<file path="src/logic/copper_pkg.sv">
// Shared copper types; PC width and beam widths fixed here, MOVEF/MOVEC/reserved opcodes are NOPs
package copper_pkg;

    // Copper program memory depth in 32-bit words
    localparam int COPP_W = 10;
    // Beam counter widths
    localparam int HRES_W = 11;
    localparam int VRES_W = 11;

    typedef logic [HRES_W-1:0] hres_t;
    typedef logic [VRES_W-1:0] vres_t;
    typedef logic [COPP_W-1:0] copp_pc_t;
    typedef logic [15:0]       word_t;
    typedef logic [15:0]       addr_t;

    // Color memory base, only bits [15:9] reach MOVEP addresses
    localparam addr_t XR_COLOR_MEM = 16'h8000;

    // Opcode field, top three bits of every instruction
    typedef enum logic [2:0] {
        OP_WAIT  = 3'b000,
        OP_SKIP  = 3'b001,
        OP_JMP   = 3'b010,
        OP_MOVER = 3'b011,
        OP_MOVEF = 3'b100,      // Decodes as NOP
        OP_MOVEP = 3'b101,
        OP_MOVEC = 3'b110,      // Decodes as NOP
        OP_RSVD  = 3'b111       // Decodes as NOP
    } opcode_e;

    // WAIT and SKIP view
    typedef struct packed {
        opcode_e     opcode;     // [31:29]
        logic [1:0]  rsvd_hi;    // [28:27]
        vres_t       v_target;   // [26:16]
        logic        rsvd_mid;   // [15]
        hres_t       h_target;   // [14:4]
        logic [1:0]  rsvd_flags; // [3:2]
        logic        ignore_h;   // [1]
        logic        ignore_v;   // [0]
    } insn_pos_t;

    // JMP view, target sits on a 32-bit boundary
    typedef struct packed {
        opcode_e     opcode;     // [31:29]
        logic [1:0]  rsvd_hi;    // [28:27]
        copp_pc_t    target_pc;  // [26:17]
        logic [16:0] rsvd_lo;    // [16:0]
    } insn_jmp_t;

    // MOVER and MOVEP view
    // MOVER uses index[7:0] as register number, MOVEP all nine bits as palette index
    typedef struct packed {
        opcode_e     opcode;     // [31:29]
        logic [3:0]  rsvd;       // [28:25]
        logic [8:0]  index;      // [24:16]
        word_t       data;       // [15:0]
    } insn_move_t;

    // One instruction word, decoded per opcode
    typedef union packed {
        insn_pos_t  pos;
        insn_jmp_t  jmp;
        insn_move_t move;
    } copper_insn_u;

    // Control register layout
    typedef struct packed {
        logic       enable;      // [15]
        logic [4:0] rsvd;        // [14:10]
        copp_pc_t   init_pc;     // [9:0]
    } copp_ctrl_t;

    // Write request, sequencer to writer
    typedef struct packed {
        logic  valid;
        addr_t addr;
        word_t data;
    } xr_wr_req_t;

endpackage

</file>
<file path="src/logic/copper_beam_compare.sv">
// Compares sampled on compare_i only; result is meaningful in the cycle after the strobe
`default_nettype none
`timescale 1ns/1ps

module copper_beam_compare (
    input  wire logic                     clk,
    input  wire logic                     copp_reset,
    input  wire logic                     compare_i,
    input  wire copper_pkg::copper_insn_u insn_i,
    input  wire copper_pkg::hres_t        h_count_i,
    input  wire copper_pkg::vres_t        v_count_i,
    output      logic                     cond_met_o
);

    logic v_reached;
    logic h_reached;

    // Registered compares, at or past the target
    always_ff @(posedge clk) begin
        if (copp_reset) begin
            v_reached <= 1'b0;
            h_reached <= 1'b0;
        end else if (compare_i) begin
            v_reached <= (v_count_i >= insn_i.pos.v_target);
            h_reached <= (h_count_i >= insn_i.pos.h_target);
        end
    end

    // Ignore flags pick which compares count
    always_comb begin
        case ({insn_i.pos.ignore_v, insn_i.pos.ignore_h})
            // Both positions checked
            2'b00: cond_met_o = v_reached && h_reached;
            // Horizontal ignored
            2'b01: cond_met_o = v_reached;
            // Vertical ignored
            2'b10: cond_met_o = h_reached;
            // Nothing to check
            default: cond_met_o = 1'b1;
        endcase
    end

endmodule

`default_nettype wire

</file>
<file path="src/logic/copper_ctrl_reg.sv">
// Control word is cleared by reset only; restart point assumes TOTAL_WIDTH >= 4 and fits hres_t
`default_nettype none
`timescale 1ns/1ps

module copper_ctrl_reg #(
    parameter int TOTAL_WIDTH  = 800,
    parameter int TOTAL_HEIGHT = 525
) (
    input  wire logic                   clk,
    input  wire logic                   copp_reset,
    input  wire logic                   copp_reg_wr_i,
    input  wire copper_pkg::copp_ctrl_t copp_reg_data_i,
    input  wire copper_pkg::hres_t      h_count_i,
    input  wire copper_pkg::vres_t      v_count_i,
    output      copper_pkg::copp_ctrl_t ctrl_o,
    output      logic                   frame_restart_o
);

    // Restart four pixels before the end of the last line
    // Leaves room for the five-cycle first fetch
    localparam copper_pkg::hres_t RESTART_H = copper_pkg::hres_t'(TOTAL_WIDTH - 4);
    localparam copper_pkg::vres_t RESTART_V = copper_pkg::vres_t'(TOTAL_HEIGHT - 1);

    copper_pkg::copp_ctrl_t ctrl_q;

    // Control word capture
    always_ff @(posedge clk) begin
        if (copp_reset) begin
            ctrl_q <= '0;
        end else if (copp_reg_wr_i) begin
            ctrl_q <= copp_reg_data_i;
        end
    end

    assign ctrl_o = ctrl_q;

    // Single-cycle pulse, beam counters advance every clock
    assign frame_restart_o = (h_count_i == RESTART_H) && (v_count_i == RESTART_V);

endmodule

`default_nettype wire

</file>
<file path="src/logic/copper_sequencer.sv">
// One instruction at a time; a MOVE stalls in EXEC while the previous write is unacknowledged
`default_nettype none
`timescale 1ns/1ps

module copper_sequencer (
    input  wire logic                     clk,
    input  wire logic                     copp_reset,
    input  wire copper_pkg::copp_ctrl_t   ctrl_i,
    input  wire logic                     frame_restart_i,
    input  wire logic [31:0]              coppermem_rd_data_i,
    input  wire logic                     cond_met_i,
    input  wire logic                     wr_busy_i,
    output      logic                     coppermem_rd_en_o,
    output      copper_pkg::copp_pc_t     coppermem_rd_addr_o,
    output      copper_pkg::copper_insn_u insn_o,
    output      logic                     compare_o,
    output      copper_pkg::xr_wr_req_t   wr_req_o
);

    // Execution states
    typedef enum logic [2:0] {
        ST_INIT    = 3'd0,
        ST_FETCH   = 3'd1,
        ST_LATCH   = 3'd2,
        ST_PRECOMP = 3'd3,
        ST_EXEC    = 3'd4
    } ex_state_e;

    ex_state_e                ex_state;
    copper_pkg::copp_pc_t     pc;
    logic                     rd_strobe;
    copper_pkg::copper_insn_u insn_q;

    // Decoded fields of the latched word
    copper_pkg::opcode_e      opcode;
    logic                     is_move;
    logic                     wait_forever;

    assign opcode       = insn_q.pos.opcode;
    assign is_move      = (opcode == copper_pkg::OP_MOVER) || (opcode == copper_pkg::OP_MOVEP);
    // Both compares ignored, WAIT parks until the next restart
    assign wait_forever = insn_q.pos.ignore_v && insn_q.pos.ignore_h;

    // Program memory port
    // Strobe is masked when the copper is switched off
    assign coppermem_rd_en_o   = rd_strobe && ctrl_i.enable;
    assign coppermem_rd_addr_o = pc;

    assign insn_o    = insn_q;
    // Beam compare samples during PRECOMP
    assign compare_o = (ex_state == ST_PRECOMP);

    // Write request, live only in EXEC of a MOVE
    always_comb begin
        wr_req_o.valid = (ex_state == ST_EXEC) && is_move && !wr_busy_i && !frame_restart_i;
        if (opcode == copper_pkg::OP_MOVEP) begin
            // Palette index under the color memory base
            wr_req_o.addr = {copper_pkg::XR_COLOR_MEM[15:9], insn_q.move.index};
        end else begin
            // Register number, upper byte zero
            wr_req_o.addr = {8'h00, insn_q.move.index[7:0]};
        end
        wr_req_o.data = insn_q.move.data;
    end

    // Instruction register
    // Memory data is valid in the cycle after the strobe
    always_ff @(posedge clk) begin
        if (ex_state == ST_LATCH) begin
            insn_q <= coppermem_rd_data_i;
        end
    end

    // Main state machine
    always_ff @(posedge clk) begin
        if (copp_reset) begin
            ex_state  <= ST_INIT;
            pc        <= '0;
            rd_strobe <= 1'b0;
        end else begin
            // Strobe lasts one cycle unless reissued below
            rd_strobe <= 1'b0;

            if (frame_restart_i) begin
                // End of frame, restart from the programmed PC
                ex_state <= ST_INIT;
                pc       <= ctrl_i.init_pc;
            end else begin
                case (ex_state)
                    // First fetch after restart or while idle
                    ST_INIT: begin
                        if (ctrl_i.enable) begin
                            ex_state  <= ST_FETCH;
                            rd_strobe <= 1'b1;
                        end
                    end
                    // Read in flight, memory samples pc at this edge
                    ST_FETCH: begin
                        if (ctrl_i.enable) begin
                            ex_state <= ST_LATCH;
                            pc       <= pc + 1'b1;
                        end else begin
                            // Disabled, park in INIT
                            ex_state <= ST_INIT;
                        end
                    end
                    ST_LATCH: begin
                        ex_state <= ST_PRECOMP;
                    end
                    ST_PRECOMP: begin
                        ex_state <= ST_EXEC;
                    end
                    ST_EXEC: begin
                        case (opcode)
                            copper_pkg::OP_WAIT: begin
                                if (cond_met_i && !wait_forever) begin
                                    ex_state  <= ST_FETCH;
                                    rd_strobe <= 1'b1;
                                end else begin
                                    // Retry the compare, two cycles per pass
                                    ex_state <= ST_PRECOMP;
                                end
                            end
                            copper_pkg::OP_SKIP: begin
                                // pc already points past this insn
                                if (cond_met_i) begin
                                    pc <= pc + 1'b1;
                                end
                                ex_state  <= ST_FETCH;
                                rd_strobe <= 1'b1;
                            end
                            copper_pkg::OP_JMP: begin
                                pc        <= insn_q.jmp.target_pc;
                                ex_state  <= ST_FETCH;
                                rd_strobe <= 1'b1;
                            end
                            copper_pkg::OP_MOVER,
                            copper_pkg::OP_MOVEP: begin
                                // Hold in EXEC until the writer can take it
                                if (!wr_busy_i) begin
                                    ex_state  <= ST_FETCH;
                                    rd_strobe <= 1'b1;
                                end
                            end
                            default: begin
                                // MOVEF, MOVEC and reserved just fetch on
                                ex_state  <= ST_FETCH;
                                rd_strobe <= 1'b1;
                            end
                        endcase
                    end
                    default: begin
                        ex_state <= ST_INIT;
                    end
                endcase
            end
        end
    end

endmodule

`default_nettype wire

</file>
<file path="src/logic/copper_top.sv">
// Copper top; program memory is external with one-cycle synchronous read, raster size set here
`default_nettype none
`timescale 1ns/1ps

module copper_top #(
    parameter int TOTAL_WIDTH  = 800,
    parameter int TOTAL_HEIGHT = 525
) (
    input  wire logic                   clk,
    input  wire logic                   copp_reset,
    // Control register write
    input  wire logic                   copp_reg_wr_i,
    input  wire copper_pkg::copp_ctrl_t copp_reg_data_i,
    // Beam position
    input  wire copper_pkg::hres_t      h_count_i,
    input  wire copper_pkg::vres_t      v_count_i,
    // Program memory read
    output      logic                   coppermem_rd_en_o,
    output      copper_pkg::copp_pc_t   coppermem_rd_addr_o,
    input  wire logic [31:0]            coppermem_rd_data_i,
    // XR write port
    output      logic                   xr_wr_en_o,
    output      copper_pkg::addr_t      xr_wr_addr_o,
    output      copper_pkg::word_t      xr_wr_data_o,
    input  wire logic                   xr_wr_ack_i
);

    copper_pkg::copp_ctrl_t   ctrl;
    logic                     frame_restart;
    copper_pkg::copper_insn_u insn;
    logic                     compare;
    logic                     cond_met;
    copper_pkg::xr_wr_req_t   wr_req;
    logic                     wr_busy;

    // Control register and end-of-frame detect
    copper_ctrl_reg #(
        .TOTAL_WIDTH  (TOTAL_WIDTH),
        .TOTAL_HEIGHT (TOTAL_HEIGHT)
    ) copper_ctrl_reg_i (
        .clk             (clk),
        .copp_reset      (copp_reset),
        .copp_reg_wr_i   (copp_reg_wr_i),
        .copp_reg_data_i (copp_reg_data_i),
        .h_count_i       (h_count_i),
        .v_count_i       (v_count_i),
        .ctrl_o          (ctrl),
        .frame_restart_o (frame_restart)
    );

    // Fetch and execute
    copper_sequencer copper_sequencer_i (
        .clk                 (clk),
        .copp_reset          (copp_reset),
        .ctrl_i              (ctrl),
        .frame_restart_i     (frame_restart),
        .coppermem_rd_data_i (coppermem_rd_data_i),
        .cond_met_i          (cond_met),
        .wr_busy_i           (wr_busy),
        .coppermem_rd_en_o   (coppermem_rd_en_o),
        .coppermem_rd_addr_o (coppermem_rd_addr_o),
        .insn_o              (insn),
        .compare_o           (compare),
        .wr_req_o            (wr_req)
    );

    // WAIT and SKIP position test
    copper_beam_compare copper_beam_compare_i (
        .clk        (clk),
        .copp_reset (copp_reset),
        .compare_i  (compare),
        .insn_i     (insn),
        .h_count_i  (h_count_i),
        .v_count_i  (v_count_i),
        .cond_met_o (cond_met)
    );

    // XR write handshake
    copper_xr_writer copper_xr_writer_i (
        .clk          (clk),
        .copp_reset   (copp_reset),
        .req_i        (wr_req),
        .xr_wr_ack_i  (xr_wr_ack_i),
        .wr_busy_o    (wr_busy),
        .xr_wr_en_o   (xr_wr_en_o),
        .xr_wr_addr_o (xr_wr_addr_o),
        .xr_wr_data_o (xr_wr_data_o)
    );

endmodule

`default_nettype wire

</file>
<file path="src/logic/copper_xr_writer.sv">
// Single-entry write holder; a new request is only legal while wr_busy_o is low
`default_nettype none
`timescale 1ns/1ps

module copper_xr_writer (
    input  wire logic                   clk,
    input  wire logic                   copp_reset,
    input  wire copper_pkg::xr_wr_req_t req_i,
    input  wire logic                   xr_wr_ack_i,
    output      logic                   wr_busy_o,
    output      logic                   xr_wr_en_o,
    output      copper_pkg::addr_t      xr_wr_addr_o,
    output      copper_pkg::word_t      xr_wr_data_o
);

    logic              wr_en_q;
    copper_pkg::addr_t wr_addr_q;
    copper_pkg::word_t wr_data_q;

    // Enable holds until the ack is seen
    // A new request in the ack cycle keeps it high for the next write
    always_ff @(posedge clk) begin
        if (copp_reset) begin
            wr_en_q <= 1'b0;
        end else if (req_i.valid) begin
            wr_en_q <= 1'b1;
        end else if (xr_wr_ack_i) begin
            wr_en_q <= 1'b0;
        end
    end

    // Address and data stay put while the enable is up
    always_ff @(posedge clk) begin
        if (req_i.valid) begin
            wr_addr_q <= req_i.addr;
            wr_data_q <= req_i.data;
        end
    end

    // Pending and not being acked this cycle
    assign wr_busy_o = wr_en_q && !xr_wr_ack_i;

    // XR port
    assign xr_wr_en_o   = wr_en_q;
    assign xr_wr_addr_o = wr_addr_q;
    assign xr_wr_data_o = wr_data_q;

endmodule

`default_nettype wire

</file>
<file path="config.mk">
export PLATFORM = sky130hd
export DESIGN_NAME = copper_top
export DESIGN_NICKNAME = d
export VERILOG_FILES = /design/src/logic/copper_pkg.sv /design/src/logic/copper_beam_compare.sv /design/src/logic/copper_ctrl_reg.sv /design/src/logic/copper_sequencer.sv /design/src/logic/copper_top.sv /design/src/logic/copper_xr_writer.sv
export SDC_FILE = /design/constraint.sdc
export NUM_CORES = 1
export LEC_CHECK = 0
export ABC_CLOCK_PERIOD_IN_PS = 3800
export BUFFER_PORTS_ARGS = -buffer_cell sky130_fd_sc_hd__buf_2
export CAP_MARGIN = 20
export CORE_MARGIN = 1.5
export CORE_UTILIZATION = 52
export DETAILED_ROUTE_END_ITERATION = 12
export PLACE_DENSITY = 0.8
export SLEW_MARGIN = 40
export SYNTH_ARGS = -nofsm -noshare
export SYNTH_HDL_FRONTEND = slang
export SYNTH_SLANG_ARGS = --single-unit
export TNS_END_PERCENT = 100
</file>
<file path="constraint.sdc">
create_clock -name clk -period 3.8 [get_ports clk]
set_clock_uncertainty 0.05 [all_clocks]
set_input_delay 0.38 -clock clk [delete_from_list [all_inputs] [get_ports clk]]
set_output_delay 0.38 -clock clk [all_outputs]
set_load 0.02 [all_outputs]
</file>
# After elaboration in Yosys (flattened, before gate mapping)
# Cells that the tools add are included.
# word_totals
ff_bits,92
latch_bits,0
mem_bits_rw,0
romBits,0
input_bits,74
output_inout_bits,44
word_cells,75
mem_count,0
# op_classes
n_addsub,1
multipliers,0
div,0
magnitude_cmp,2
eq_ne,17
shift,0
n_mux,20
bitwise_logic,0
n_reduce_logical,23
# op_table
op,count
$pmux W10 S2,2
$mux W10,3
$eq A11 B10 Y1 const B,2
$ge A11 B11 Y1,2
$mux W16,1
$pmux W3 S5,1
$eq A3 B2 Y1 const B,4
$add A10 B1 Y10 const B,1
$logic_and A1 B1 Y1,9
$eq A3 B1 Y1 const B,2
$eq A3 B3 Y1 const B,2
$logic_not A3 Y1,2
$mux W3,2
$pmux W3 S2,1
$mux W1,5
$logic_not A1 Y1,4
$mux W2,2
$ne A4 B2 Y1 const B,1
$ne A4 B3 Y1 const B,1
$pmux W1 S2,2
$reduce_and A4 Y1,1
$reduce_or A2 Y1,2
$ne A3 B2 Y1 const B,1
$ne A3 B3 Y1 const B,1
other kinds (9),9

# Logic depth before layout (Yosys ltp)
# Gate-level depths: netlist of the first run.
# depth
word_depth,6
mapped_depth,8

# By module
# A second synthesis of the first run with hierarchy kept.
# hier_totals
hier_cells,384
area_unflattened_um2,4723.3
# modules_own_cells
module,instances,cells_per_inst,area_per_inst_um2,seq_area_each_um2
copper_sequencer,1,203,2393.5,1241.2
copper_xr_writer,1,35,1004.7,980.9
copper_beam_compare,1,87,664.4,40.0
copper_ctrl_reg,1,59,660.6,320.3

# Least setup slack after synthesis of the first run
# No wires, ideal clock.
# synth_path
kind,reg-to-reg
from,register copper_sequencer_i.ex_state[0]
to,"register copper_xr_writer_i.wr_addr_q[0], in the netlist copper_xr_writer_i.xr_wr_addr_o[0] (enable)"
arrival_time_ns,2.506
required_time_ns,3.332
slack_ns,0.826
path_stages_with_launch,7
path_cell_list,dfxtp_1 clkbuf_1 or2_1 clkbuf_1 nor3_1 nand2b_1 a21oi_1
# synth_rtl
element,line,rtl
"start, declared",copper_sequencer.sv:29,ex_state_e ex_state;
"start signal, assigned",copper_sequencer.sv:77,ex_state <= ST_INIT;
"start signal, assigned",copper_sequencer.sv:86,ex_state <= ST_INIT;
"start signal, assigned",copper_sequencer.sv:93,ex_state <= ST_FETCH;
"end signal, assigned",copper_xr_writer.sv:35,wr_addr_q <= req_i.addr;
"end, declared",copper_xr_writer.sv:17,copper_pkg::addr_t wr_addr_q;

==> impl_metrics.yaml, run 1 <==
routing:
  first_iter_violations: 162
  drc: 0
  wire_per_inst_um: 16.4
  antenna_left: 0
  drt-total-wl_um: 9090
  dr.pass1.iters: 5
  vias: 3079
  via_per_inst: 5.56
finish:
  syn2layout_area_growth_pct: 20.9
  drive_gt1_share_pct: 29.9
  layout_commonest_cell: "buf_2"
  n_antenna_cell: 0
  mostFrequentLayoutCells: "buf_2, edfxtp_1, inv_1, dfxtp_1, nor2_1"
  final-seq-area_um2: 2240
  multiInputGateArea_um2: 1600
  fill_cells: 600
  final_cell_count_no_fill: 554
  nNetsFinal: 547
sta:
  timing.fmax_mhz: 395
  setup_violations: 0
  period_needed_ps: 2530
  timing.setup.tns_ps: 0
  maxSlewViolCount: 0
  hold_slack_ps: 138
  post-route-period-util_pct: 66.7
  rsz0062_at_grt: "no"
  tightestPinTransition_ps: 773
  hold_violations: 0
  maxSlewHeadroom_pct: 48.4
clock_network:
  path_clk_slew_ps: 90
  cts_hold_buf: 0
  cts_tree: "done"
  cts_sinks: 84
  htreeDepth: 3
  cts_buffer_depth: 2
  root_buffer: "clkbuf_8"
  clk_latency_ps: 360
  cts_made_buffers: 9
  post_cts_buffers: 0
  cts-resized-gates: 0
worst_setup_path:
  cp_cell_sequence: "or2_1, nor3_1, nand2b_1, a21oi_2, buf_4"
  required_ps: 3810
  path_buf_inv: 1
  cp_max_fo: 14
  timing_worst_setup_path_type: "flip-flop to flip-flop"
  crit_family: "simple AND/OR/NAND/NOR gates"
  slowest_delay_ps: 550
  regToRegSetupSlack_ps: 1270
  critPathArrivalTime_ps: 2550
  critPathCaptureType: "flip-flop"
  critPathLaunchType: "flip-flop"
  crit_slowest_cell: "a21oi_2"
yosys:
  synthCells: 345
  async_flop_share_pct: 0
  synth_seq_area_share_pct: 55.9
  ys_warn_count: 0
  synth-edff-count: 56
  synth_area_um2: 4010
  synth_cell_types: 60
  avgSynthCellArea_um2: 11.6
  synth_ff_type: "edfxtp_1"
  ys_ff_latch: 84
placed_design:
  io_buffers: 104
  dp_hpwl_um: 6780
  place_inst: 538
  place_congestion: 0.996
floorplanning:
  die_area_um2: 8250
  ios: 118
  fp.dieW_um: 90.9
  fp.coreArea_um2: 7370
  rows: 31
  die_h_um: 90.9
  start_util_pct: 54.5
job:
  drv_cap: 0
min_path:
  hold_path.class: "input pin to flip-flop"
global_routing:
  grt-ovfl-total: 0
  grt_pass1_vias: 3093
  grt_pass1_wl_um: 14800
  grt_usage_pct: 23.1
  antenna_found_initial: 0
  grt_max_degree: 26
power_and_ir_drop:
  p_clk_share_pct: 41.7
  switching_power_uw: 423
  power_density_nw_per_um2: 393
  power_frac_seq_pct: 51.9
  leakagePower_nw: 2.09
  switching_share_pct: 22.2
  p_comb_share_pct: 6.5
  p_int_mw: 1.48
  peakVddDrop_mv: 0.255
outcome:
  outcome: "finished, final reports clean"
## power groups by stage
stage	Clock, mW	Sequential [mW]	Combinational, mW
finish	0.795	0.990	0.123
detailed placement	0	1.01	0.122
global placement	0	1.01	0.116
floorplan	0	1.01	0.0703
global route	0.840	0.991	0.137
CTS	0.807	0.990	0.123
## synthesized netlist by cell type (5+ instances only)
cell	instances	share of area (%)
buf_4	6	1.1
o21ai_0	12	1.5
a21oi_1	16	2.0
clkbuf_1	6	0.56
nor2_1	28	2.6
mux2i_1	14	3.5
edfxtp_1	56	42
dfxtp_1	28	14
nor3_1	7	0.87
nor2b_1	5	0.78
inv_1	28	2.6
a31oi_1	7	1.1
nand2_1	21	2.0
ha_1	23	7.2
nand2b_1	7	1.1
## worst reg2reg max path, delay by kind of cell (launching register included)
family,cells,cell delay (ps)
AND/OR/NAND/NOR,3,870
flip-flops,1,400
AO/OA/AOI/OAI,1,550
buffers and inverters,1,350
## cell type report
class                   count  area share [%]
well taps                  99            2.55
repair buffers            106            11.0
multi-input cells         221            32.9
clock inverters             7            2.63
inverters                  28            2.17
flip-flops and latches     84            46.2
clock buffers               9            2.55
## routing by layer
| metal | vias to the layer above | global-route usage [%] | routed length [µm] |
|---|---|---|---|
| met5 | - | 0 | 0 |
| met4 | 0 | 11.6 | 246 |
| met3 | 19 | 5.05 | 433 |
| met2 | 111 | 39.7 | 4610 |
| met1 | 1471 | 27.2 | 3810 |
| li1 | 1478 | - | - |
## logic make-up (layout without fill, tap and decap cells)
kind of cell	Yosys count	in the layout	share of synthesized area, %
compound gates	74	74	13.0
xor+xnor	4	4	0.873
fa+ha+maj	23	23	7.17
buf+inv	45	150	5.02
flops	84	84	55.9
mux	14	14	3.49
other cells	1	6	0.0934
simple gates	100	100	14.5
## registers in the layout (all words and copies together) (netlist names)
register,flops
copper_beam_compare_i.h_reached,1
copper_sequencer_i.ex_state,3
copper_ctrl_reg_i.ctrl_o,11
copper_sequencer_i.insn_o,30
copper_xr_writer_i.xr_wr_addr_o,10
copper_sequencer_i.rd_strobe,1
copper_sequencer_i.coppermem_rd_addr_o,10
copper_beam_compare_i.v_reached,1
copper_xr_writer_i.xr_wr_data_o,16
copper_xr_writer_i.xr_wr_en_o,1
## path summary, 6_finish.rpt
check	from	to	depth (start not counted)
setup / recovery	copper_sequencer_i.ex_state[0]$_SDFFE_PP0P_	copper_xr_writer_i.xr_wr_addr_o[7]$_DFFE_PP_	5
hold / removal	coppermem_rd_data_i[18]	copper_sequencer_i.insn_o[18]$_DFFE_PP_	1
setup reg to reg	copper_sequencer_i.ex_state[0]$_SDFFE_PP0P_	copper_xr_writer_i.xr_wr_addr_o[7]$_DFFE_PP_	5
hold reg to reg	copper_sequencer_i.insn_o[15]$_DFFE_PP_	copper_xr_writer_i.xr_wr_data_o[15]$_DFFE_PP_	0
## per-stage QoR
step                      utilization, %  setup slack [ps]  total power, mW  area [µm²]
after floorplan                        -               826             1.08        4030
after global placement              62.4              1340             1.13        4600
after detailed placement            62.4              1290             1.13        4600
after CTS                           65.9              1280             1.92        4850
after global routing                65.9              1030             1.97        4850
final                               65.9              1270             1.91        4850
Power figures use the tool's default switching activity.
==> run 2, diff against run 1 <==
--- a/config.mk
+++ b/config.mk
@@ -5,7 +5,7 @@
 export SDC_FILE = /design/constraint.sdc
 export NUM_CORES = 1
 export LEC_CHECK = 0
-export ABC_CLOCK_PERIOD_IN_PS = 3800
+export ABC_CLOCK_PERIOD_IN_PS = 2500
 export BUFFER_PORTS_ARGS = -buffer_cell sky130_fd_sc_hd__buf_2
 export CAP_MARGIN = 20
 export CORE_MARGIN = 1.5
==> constraint.sdc (replaced) <==
create_clock -name clk -period 2.5 [get_ports clk]
set_clock_uncertainty 0.05 [all_clocks]
set_input_delay 0.25 -clock clk [delete_from_list [all_inputs] [get_ports clk]]
set_output_delay 0.25 -clock clk [all_outputs]
set_load 0.02 [all_outputs]
==> run 2 against run 1 <==
Against the previous run:
- register-to-register slack worse by 850 ps
- design area is 2.3% higher
- final cell count up 3.1%
- setup slack worse by 850 ps
- combinational power up 67%
- worst hold slack worse by 120 ps
- sequential power increased by 52%
- critical path depth is the same
- count of clock-buffer cells in the layout unchanged
- sequential share of layout area shrank 1.0 points
- non-clock buffer count up 17
- critical path type unchanged
- largest cell class unchanged
==> impl_metrics.yaml, run 2 (synthesis results as in run 1) <==
outcome:
  outcome: "finished, final reports clean"
global_routing:
  grt_pass1_wl_um: 15000
  grtUsageMet2_pct: 39.7
  use_met1_pct: 28.2
  grt_usage_pct: 23.7
  busiest_layer: "met2"
  grt_max_degree: 25
  grt-ovfl-total: 0
  met3_usage_pct: 5.64
  antenna_found_initial: 0
  grt_pass1_vias: 3132
routing:
  vias: 3176
  wire_per_inst_um: 16.4
  via_per_inst: 5.56
  antenna_left: 0
  first_iter_violations: 197
  dr.pass1.iters: 5
  drc: 0
  drt-total-wl_um: 9350
clock_network:
  path_clk_slew_ps: 90
  htreeDepth: 3
  cts_tree: "done"
  cts_buffer_depth: 2
  cts_made_buffers: 9
  cts-resized-gates: 0
  cts_sinks: 84
  clk_latency_ps: 360
  root_buffer: "clkbuf_8"
  post_cts_buffers: 0
  cts_hold_buf: 11
sta:
  setup_violations: 0
  rsz0062_at_grt: "no"
  maxSlewHeadroom_pct: 61.2
  period_needed_ps: 2080
  setup_slack_ps: 421
  maxSlewViolCount: 0
  post-route-period-util_pct: 83.1
  tightestPinTransition_ps: 575
  timing.setup.tns_ps: 0
  hold_violations: 0
  timing.fmax_mhz: 481
floorplanning:
  die_h_um: 90.9
  fp.dieW_um: 90.9
  rows: 31
  start_util_pct: 54.5
  ios: 118
  fp.coreArea_um2: 7370
  die_area_um2: 8250
worst_setup_path:
  cp_max_fo: 9
  critPathLaunchType: "flip-flop"
  critPathArrivalTime_ps: 2310
  required_ps: 2730
  critPathCaptureType: "flip-flop"
  timing_worst_setup_path_type: "flip-flop to flip-flop"
power_and_ir_drop:
  leakagePower_nw: 2.15
  total_power_mw: 2.72
  peakVddDrop_mv: 0.386
  power_density_nw_per_um2: 548
placed_design:
  place_congestion: 0.906
  dp_hpwl_um: 6750
  dp_slack_ps: 396
  place_area_um2: 4630
  io_buffers: 104
finish:
  fin_area_um2: 4970
  mostFrequentLayoutCells: "buf_2, edfxtp_1, inv_1, dfxtp_1, nor2_1"
  nNetsFinal: 564
  syn2layout_area_growth_pct: 23.7
  largest_register_ff_count: 30
  layout_commonest_cell: "buf_2"
  n_antenna_cell: 0
  drive_gt1_share_pct: 29.4
job:
  drv_cap: 0
min_path:
  hold_path.class: "input pin to flip-flop"
==> run 2: cell count changes in the layout (fill, tap and decap cells not counted) <==
| cell | delta |
|---|---|
| clkinv_1 | +1 |
| bufinv_16 | -2 |
| buf_4 | +4 |
| dlygate4sd3_1 | +13 |
| inv_6 | +1 |
==> run 2: metal layers <==
metal | vias up | part of all wire (%)
met1 | 1489 | 41
met2 | 143 | 50
li1 | 1514 | -
met4 | 0 | 3.5
met3 | 30 | 5.9
met5 | - | 0
==> run 2: worst paths after layout <==
path	from	to	slack, ps	cells past startpoint
worst min register to register	copper_sequencer_i.insn_o[2]$_DFFE_PP_	copper_xr_writer_i.xr_wr_data_o[2]$_DFFE_PP_	380	0
worst min-delay path	coppermem_rd_data_i[5]	copper_sequencer_i.insn_o[5]$_DFFE_PP_	20	1
worst max register to register	copper_sequencer_i.insn_o[31]$_DFFE_PP_	copper_sequencer_i.coppermem_rd_addr_o[6]$_SDFFE_PP0P_	420	5
worst max-delay path	copper_sequencer_i.insn_o[31]$_DFFE_PP_	copper_sequencer_i.coppermem_rd_addr_o[6]$_SDFFE_PP0P_	420	5
==> run 2: critical path, stage by stage, from the launching register on <==
cell and delay (ps):
edfxtp_1 490, and4bb_1 460, a311o_1 270, nand3_2 220, a211o_1 290, a311oi_2 220
==> run 2: where the power goes <==
| group | switching, mW | internal [mW] | total (mW) | leakage, nW |
|---|---|---|---|---|
| Sequential | 0.0144 | 1.49 | 1.50 | 0.733 |
| Combinational | 0.105 | 0.101 | 0.206 | 1.31 |
| Clock | 0.531 | 0.480 | 1.01 | 0.105 |
==> run 2: area by class of cell <==
| type | instances | area (µm²) |
|---|---|---|
| Clock buffer | 9 | 124 |
| Clock inverter | 7 | 80.1 |
| Fill cell | 581 | 2400 |
| Inverter | 28 | 105 |
| Multi-Input combinational cell | 221 | 1600 |
| Sequential cell | 84 | 2240 |
| Tap cell | 99 | 124 |
| Timing Repair Buffer | 123 | 696 |
==> run 2: metrics by stage <==
step | cells | hold slack (ps) | utilization (%)
2_1_floorplan | 350 | 299 | -
3_3_place_gp | 542 | 351 | 62.9
3_5_place_dp | 542 | 361 | 62.9
4_1_cts | 569 | 2.98 | 67.1
5_1_grt | 571 | 0.355 | 67.4
6_report | 571 | 18.3 | 67.4
